===== src/design/uart_pkg.sv =====
package uart_pkg;

	// One data byte on the line
	typedef logic [7:0] byte_t;

	// Position inside a frame, start bit is 0
	typedef logic [3:0] bit_idx_t;

	typedef enum logic [1:0] {
		IDLE,
		SETUP,
		WORKING
	} ctrl_state_e;

	typedef enum logic {
		TX_IDLE,
		TX_SHIFT
	} tx_state_e;

	typedef enum logic [1:0] {
		RX_IDLE,
		RX_SAMPLE,
		RX_CHECK
	} rx_state_e;

	// Start + 8 data + parity + stop
	localparam int FRAME_BITS_PAR = 11;
	localparam int FRAME_BITS_NOPAR = 10;

	// Mid-bit sampling needs a few cycles per bit
	localparam int MIN_DIVISOR = 4;

endpackage

===== src/design/uart_cfg_if.sv =====
interface uart_cfg_if #(
	parameter int DIV_WIDTH = 8
);

	logic [DIV_WIDTH-1:0] divisor; // Clock cycles per bit
	logic parity_en;
	logic parity_odd;
	logic running;

	modport ctrl (
		output divisor, parity_en, parity_odd, running
	);

	modport user (
		input divisor, parity_en, parity_odd, running
	);

endinterface


===== src/design/uart_top.sv =====
module uart_top #(
	parameter int DIV_WIDTH = 8
) (
	input logic clk,
	input logic reset_n,
	input logic setting,
	input logic enable,
	input logic parity_en,
	input logic parity_odd,
	input logic [DIV_WIDTH-1:0] clk_div,
	input logic tx_new,
	input logic [7:0] tx_data,
	input logic rx_ack,
	output logic tx_busy,
	output logic rx_new,
	output logic rx_error,
	output logic [7:0] rx_data,
	input logic uart_rx, // Serial in pin
	output logic uart_tx // Serial out pin
);

	uart_cfg_if #(.DIV_WIDTH(DIV_WIDTH)) cfg_if ();

	uart_line_ctrl #(.DIV_WIDTH(DIV_WIDTH)) u_line_ctrl (
		.clk(clk),
		.reset_n(reset_n),
		.setting(setting),
		.enable(enable),
		.parity_en_in(parity_en),
		.parity_odd_in(parity_odd),
		.clk_div(clk_div),
		.cfg(cfg_if.ctrl)
	);

	uart_tx #(.DIV_WIDTH(DIV_WIDTH)) u_tx (
		.clk(clk),
		.reset_n(reset_n),
		.cfg(cfg_if.user),
		.tx_new(tx_new),
		.tx_data(tx_data),
		.tx_busy(tx_busy),
		.uart_tx(uart_tx)
	);

	uart_rx #(.DIV_WIDTH(DIV_WIDTH)) u_rx (
		.clk(clk),
		.reset_n(reset_n),
		.cfg(cfg_if.user),
		.uart_rx(uart_rx),
		.rx_ack(rx_ack),
		.rx_data(rx_data),
		.rx_new(rx_new),
		.rx_error(rx_error)
	);

endmodule


===== src/design/uart_rx.sv =====
module uart_rx
	import uart_pkg::*;
#(
	parameter int DIV_WIDTH = 8
) (
	input logic clk,
	input logic reset_n,
	uart_cfg_if.user cfg,
	input logic uart_rx,
	input logic rx_ack,
	output byte_t rx_data,
	output logic rx_new,
	output logic rx_error
);

	rx_state_e state;
	logic [1:0] sync;
	logic rx_s;
	logic armed; // Line seen idle, ready for a start edge
	bit_idx_t bit_cnt;
	bit_idx_t last_bit;
	logic [DIV_WIDTH-1:0] cyc_cnt;
	logic [FRAME_BITS_PAR-1:0] frame;
	byte_t frame_data;
	logic sample;
	logic stop_ok;
	logic parity_ok;
	logic frame_ok;

	assign rx_s = sync[1];
	assign sample = (state == RX_SAMPLE) && (cyc_cnt == '0);
	assign last_bit = cfg.parity_en ? bit_idx_t'(FRAME_BITS_PAR - 1) :
		bit_idx_t'(FRAME_BITS_NOPAR - 1);

	// Frame bits land at their own index, start bit at 0
	assign frame_data = frame[8:1];
	assign stop_ok = frame[last_bit];
	assign parity_ok = !cfg.parity_en || (frame[9] == (^frame_data ^ cfg.parity_odd));
	assign frame_ok = stop_ok && parity_ok;

	always_ff @(posedge clk) begin
		if (!reset_n) begin
			state <= RX_IDLE;
			sync <= 2'b11;
			armed <= 1'b0;
			bit_cnt <= '0;
			cyc_cnt <= '0;
			rx_new <= 1'b0;
			rx_error <= 1'b0;
		end else begin
			sync <= {sync[0], uart_rx};
			if (rx_ack)
				rx_new <= 1'b0;
			case (state)
				RX_IDLE: begin
					if (!cfg.running) begin
						armed <= 1'b0;
					end else if (rx_s) begin
						armed <= 1'b1;
					end else if (armed) begin
						// Falling edge, wait half a bit
						state <= RX_SAMPLE;
						armed <= 1'b0;
						bit_cnt <= '0;
						cyc_cnt <= (cfg.divisor >> 1) - 1'b1;
					end
				end
				RX_SAMPLE: begin
					if (!cfg.running) begin
						state <= RX_IDLE;
					end else if (sample) begin
						if (bit_cnt == '0 && rx_s) begin
							state <= RX_IDLE; // Glitch, no flag
						end else begin
							if (bit_cnt == '0) begin
								rx_new <= 1'b0; // Real start bit
								rx_error <= 1'b0;
							end
							if (bit_cnt == last_bit) begin
								state <= RX_CHECK;
							end else begin
								bit_cnt <= bit_cnt + 1'b1;
								cyc_cnt <= cfg.divisor - 1'b1;
							end
						end
					end else begin
						cyc_cnt <= cyc_cnt - 1'b1;
					end
				end
				RX_CHECK: begin
					state <= RX_IDLE;
					if (frame_ok)
						rx_new <= 1'b1;
					else
						rx_error <= 1'b1;
				end
				default: state <= RX_IDLE;
			endcase
		end
	end

	always_ff @(posedge clk) begin
		if (sample)
			frame[bit_cnt] <= rx_s;
		if (state == RX_CHECK && frame_ok)
			rx_data <= frame_data;
	end

endmodule


===== src/design/uart_tx.sv =====
module uart_tx
	import uart_pkg::*;
#(
	parameter int DIV_WIDTH = 8
) (
	input logic clk,
	input logic reset_n,
	uart_cfg_if.user cfg,
	input logic tx_new,
	input byte_t tx_data,
	output logic tx_busy,
	output logic uart_tx
);

	tx_state_e state;
	bit_idx_t bit_cnt; // Bits left after the current one
	logic [DIV_WIDTH-1:0] cyc_cnt;
	logic [9:0] shreg; // Data, parity, stop, LSB goes out first
	logic par_bit;
	logic accept;
	logic bit_end;

	assign par_bit = ^tx_data ^ cfg.parity_odd;
	assign accept = tx_new && cfg.running && !tx_busy;
	assign bit_end = (state == TX_SHIFT) && (cyc_cnt == '0);

	always_ff @(posedge clk) begin
		if (!reset_n) begin
			state <= TX_IDLE;
			tx_busy <= 1'b0;
			uart_tx <= 1'b1;
			bit_cnt <= '0;
			cyc_cnt <= '0;
		end else begin
			case (state)
				TX_IDLE: begin
					uart_tx <= 1'b1;
					if (accept) begin
						state <= TX_SHIFT;
						tx_busy <= 1'b1;
						uart_tx <= 1'b0; // Start bit
						bit_cnt <= cfg.parity_en ? bit_idx_t'(FRAME_BITS_PAR - 1) :
							bit_idx_t'(FRAME_BITS_NOPAR - 1);
						cyc_cnt <= cfg.divisor - 1'b1;
					end
				end
				TX_SHIFT: begin
					if (!cfg.running) begin
						// Line dropped out of WORKING, abandon the frame
						state <= TX_IDLE;
						tx_busy <= 1'b0;
						uart_tx <= 1'b1;
					end else if (bit_end) begin
						if (bit_cnt == '0) begin
							state <= TX_IDLE; // Stop bit done
							tx_busy <= 1'b0;
							uart_tx <= 1'b1;
						end else begin
							uart_tx <= shreg[0];
							bit_cnt <= bit_cnt - 1'b1;
							cyc_cnt <= cfg.divisor - 1'b1;
						end
					end else begin
						cyc_cnt <= cyc_cnt - 1'b1;
					end
				end
				default: state <= TX_IDLE;
			endcase
		end
	end

	// Without parity the stop bit sits right after the data
	always_ff @(posedge clk) begin
		if (accept)
			shreg <= {1'b1, cfg.parity_en ? par_bit : 1'b1, tx_data};
		else if (bit_end)
			shreg <= shreg >> 1;
	end

endmodule


===== src/design/uart_line_ctrl.sv =====
module uart_line_ctrl
	import uart_pkg::*;
#(
	parameter int DIV_WIDTH = 8
) (
	input logic clk,
	input logic reset_n,
	input logic setting,
	input logic enable,
	input logic parity_en_in,
	input logic parity_odd_in,
	input logic [DIV_WIDTH-1:0] clk_div,
	uart_cfg_if.ctrl cfg
);

	ctrl_state_e state;
	logic [DIV_WIDTH-1:0] div_clamped;

	// Too small a divisor leaves no room for mid-bit sampling
	assign div_clamped = (clk_div < DIV_WIDTH'(MIN_DIVISOR)) ?
		DIV_WIDTH'(MIN_DIVISOR) : clk_div;

	assign cfg.running = (state == WORKING);

	always_ff @(posedge clk) begin
		if (!reset_n) begin
			state <= IDLE;
			cfg.divisor <= '0;
			cfg.parity_en <= 1'b0;
			cfg.parity_odd <= 1'b0;
		end else begin
			case (state)
				IDLE: begin
					cfg.divisor <= '0;
					cfg.parity_en <= 1'b0;
					cfg.parity_odd <= 1'b0;
					if (setting)
						state <= SETUP;
				end
				SETUP: begin
					// Follow the host values until enable
					cfg.divisor <= div_clamped;
					cfg.parity_en <= parity_en_in;
					cfg.parity_odd <= parity_odd_in;
					if (enable)
						state <= WORKING;
				end
				WORKING: begin
					if (!enable)
						state <= IDLE;
				end
				default: state <= IDLE;
			endcase
		end
	end

endmodule


===== config.mk =====
export PLATFORM = sky130hd
export DESIGN_NAME = uart_top
export DESIGN_NICKNAME = d
export VERILOG_FILES = /design/src/design/uart_pkg.sv /design/src/design/uart_cfg_if.sv /design/src/design/uart_top.sv /design/src/design/uart_rx.sv /design/src/design/uart_tx.sv /design/src/design/uart_line_ctrl.sv
export SDC_FILE = /design/constraint.sdc
export NUM_CORES = 1
export LEC_CHECK = 0
export BUFFER_PORTS_ARGS = -buffer_cell sky130_fd_sc_hd__buf_2
export CAP_MARGIN = 40
export CORE_AREA = 2 2 121 123
export DETAILED_ROUTE_END_ITERATION = 16
export DIE_AREA = 0 0 123 125
export SLEW_MARGIN = 20
export SYNTH_ARGS = -nofsm -noshare
export SYNTH_HDL_FRONTEND = slang
export SYNTH_HIERARCHICAL = 1
export SYNTH_SLANG_ARGS = --single-unit

===== constraint.sdc =====
create_clock -name clk -period 4.1 [get_ports clk]
set_input_delay 0.615 -clock clk [delete_from_list [all_inputs] [get_ports clk]]
set_output_delay 0.615 -clock clk [all_outputs]
set_load 0.01 [all_outputs]

==> flow_summary.ini <==
[setup_path]
ff2ff_setup_slack_ns = 1.47
slowest_delay_ns = 0.61
r2r_end = u_rx/cyc_cnt[6]$_SDFFE_PN0P_
crit_path_max_fanout = 21
start_kind = flip-flop
end_kind = flip-flop
timing.rr.start = u_rx/state[1]$_SDFFE_PN0P_
crit_family = compound AO/OA/AOI/OAI gates
crit_arrival_ns = 2.82
cp_slowest_cell = ha_1
critical_path_required_ns = 4.30
reg2regPathDepth = 8
path_buf_inv = 2
critPathKind = flip-flop to flip-flop
worstPathCellList = inv_1 > ha_1 > inv_1 > a311oi_1 > o211ai_1 > or3_1 > xor2_1 > a21oi_1
crit_path_frequent_cell = inv_1

[clock_tree]
hold_buffers = 0
cts_buffers = 9
cts_tree = yes
cts_setup_buffers = 0
cts-root-buf = clkbuf_16
cts_buffer_depth = 2
clock-sinks = 74
clk_latency_ns = 0.33
path_clk_slew_ns = 0.06
cts_resized = 0
cts-htree-levels = 3

[routing]
wl_met2_mm = 4.29
route.vias.total = 3167
ant_nets = 0
drt-initial-drc-count = 256
drt_pass1_iterations = 4
top_layer_used = met4
wl_met1_mm = 4.07
drcViolationCount = 0
wl_met3_um = 323
vias_per_cell = 4.97
routed_wl_mm = 8.82
wl_per_cell_um = 13.9

[min_path]
hold_path_startpoint = u_rx/sync[0]$_SDFF_PN1_
holdPathStages = 1
holdPathEnd = u_rx/sync[1]$_SDFF_PN1_
hold_class = flip-flop to flip-flop

[power_and_ir_drop]
power_frac_seq = 0.444
power.internal_w = 0.00137
power.density_nw_per_um2 = 376
switchingPower_w = 0.000435
ir_drop_uv = 197
power.total_w = 0.00180
pwr-share-clk = 0.427
power_switching_share = 0.241
pwr-share-comb = 0.129
leakage_nw = 1.83

[sta]
whs_ns = 0.409
finalCritPeriodShare = 0.641
finalMaxSlewViolations = 0
setup_violations = 0
rsz0062_at_grt = false
setup_tns_ns = 0
fin_skew_ns = 0.00464
maxSlewHeadroom = 0.533
max_freq_mhz = 380
hold_violations = 0
worstMarginPinSlew_ns = 0.700
fin_crit_ns = 2.63

[finish]
drive_above_1_share = 0.183
diodes = 0
final_common_cell = dfxtp_1
multi_input_area_um2 = 2220
layout.area.seq_um2 = 1750
area_delta_synth_final_pct = 16.4
n_fill_cell = 1454
final_cell_mix = 47 x dfxtp_1, 36 x buf_2, 27 x edfxtp_1
layout.nets = 486

[global_route]
grt_start_max_net_pins = 52
grt.total_usage = 0.120
antenna_found_initial = 0
grt_pass1_vias = 3083
overflow = 0
grt_pass1_wl_mm = 14.7

[floorplanning]
pin_count = 37
core_area_um2 = 14200
fp.dieArea_um2 = 15400
fp.dieH_um = 125
start_util = 0.290
fp.dieW_um = 123
num_rows = 44

[logic_synthesis]
yosys.area_share.simple = 0.224
synth_edf_count = 27
yosysTopAreaCellShare = 0.229
synth_top_area_cell = dfxtp_1
syn_inst = 411
seq_area_frac_synth = 0.426
syn_area_um2 = 4120
synthAdderAreaFrac = 0.0395
ys.flop_type = dfxtp_1
netlist-cell-type-count = 75
syn-num-nets = 449
synthMuxAreaShare = 0.0401
synth_warnings = 6
synth.ff_latch_count = 74
synth-xor-area-share = 0.0642
async_reset_ff_frac = 0
synthTopCellsByArea = dfxtp_1 23%, edfxtp_1 20%, ha_1 4.0%, nor2b_1 3.6%, xor2_1 2.8%
synth_top_family_by_area = simple AND/OR/NAND/NOR gates
syn_avg_cell_area_um2 = 10.0
synth_compound_area_frac = 0.173

[status]
outcome = completed

[placement]
dp_hpwl_mm = 6.43
port_buffers = 36
gp_congestion = 0.775

[run]
maxCapViolCount = 0
==> stage by stage <==
step / utilization / std cells / cell area [um^2] / setup slack, ns
after floorplan: - / 411 / 4120 / 2.00
after global placement: 0.315 / 619 / 4470 / 1.60
after detailed placement: 0.315 / 619 / 4470 / 1.50
after CTS: 0.335 / 635 / 4760 / 1.50
after global routing: 0.337 / 637 / 4790 / 1.22
final: 0.337 / 637 / 4790 / 1.47
==> metal layers <==
layer / GRT usage / vias to the layer above
met4: 0.0461 / 0
li1: - / 1591
met5: 0 / -
met2: 0.201 / 59
met3: 0.0233 / 9
met1: 0.151 / 1508
==> worst register-to-register path: cells and delay by family (launching register included) <==
family / cells / cell delay, ns
compound gates: 3 / 0.63
xor+xnor: 1 / 0.16
fa+ha+maj: 1 / 0.61
buf+inv: 2 / 0.36
flops: 1 / 0.33
simple gates: 1 / 0.42
==> cell type report <==
class                           count  share of cell area
Multi-Input combinational cell    304               0.464
Sequential cell                    74               0.366
Clock buffer                       10              0.0499
Tap cell                          184              0.0480
Timing Repair Buffer               39              0.0449
Inverter                           20              0.0157
Clock inverter                      6              0.0117
==> power groups by stage <==
stage / combinational, W / clock, W / sequential [W]
2_1_floorplan: 0.000178 / 0 / 0.000808
3_3_place_gp: 0.000222 / 0 / 0.000815
3_5_place_dp: 0.000227 / 0 / 0.000816
4_1_cts: 0.000228 / 0.000791 / 0.000800
5_1_grt: 0.000258 / 0.000830 / 0.000804
6_report: 0.000232 / 0.000770 / 0.000801
==> sequential cells by signal, summed over array words and instances, names as in the netlist, 2 cells and up <==
| register | count |
|---|---|
| u_line_ctrl/cfg.divisor | 8 |
| u_line_ctrl/state | 2 |
| u_rx/bit_cnt | 4 |
| u_rx/cyc_cnt | 8 |
| u_rx/frame | 10 |
| u_rx/rx_data | 8 |
| u_rx/state | 2 |
| u_rx/sync | 2 |
| u_tx/bit_cnt | 4 |
| u_tx/cyc_cnt | 8 |
| u_tx/shreg | 10 |
==> Yosys cell counts (all sizes together), types with 8 or more instances <==
cell type and number:
nor3 8, a22oi 9, xor2 13, o21ai 23, and2 8, inv 20, nand2 24, a21boi 9
edfxtp 27, and3 10, nor2b 24, nand3 11, mux2 9, nor2 22, a21oi 15, ha 13
dfxtp 47, xnor2 12
==> worst max path at each step <==
| stage | depth (start not counted) | slack (ns) | startpoint | endpoint |
|---|---|---|---|---|
| finish | 8 | 1.47 | u_rx/state[1]$_SDFFE_PN0P_ | u_rx/cyc_cnt[6]$_SDFFE_PN0P_ |
| global route | 8 | 1.22 | u_rx/state[1]$_SDFFE_PN0P_ | u_rx/cyc_cnt[6]$_SDFFE_PN0P_ |
| floorplan | 11 | 2.00 | u_rx/state[1]$_SDFFE_PN0P_ | u_rx/cyc_cnt[6]$_SDFFE_PN0P_ |
| global placement | 9 | 1.60 | u_rx/state[1]$_SDFFE_PN0P_ | u_rx/cyc_cnt[6]$_SDFFE_PN0P_ |
| CTS | 8 | 1.50 | u_rx/state[1]$_SDFFE_PN0P_ | u_rx/cyc_cnt[6]$_SDFFE_PN0P_ |
| detailed placement | 8 | 1.50 | u_rx/state[1]$_SDFFE_PN0P_ | u_rx/cyc_cnt[6]$_SDFFE_PN0P_ |
==> kinds of logic (layout without fill, tap and decap cells) <==
kind of cell,Yosys count,after routing
muxes,15,15
xor gates and xnor gates,27,27
buffers and inverters,33,75
AOI/OAI and AO/OA,100,100
DFF,74,74
and+or+nand+nor,149,149
adders and majority gates,13,13
(Power assumes the default switching activity.)
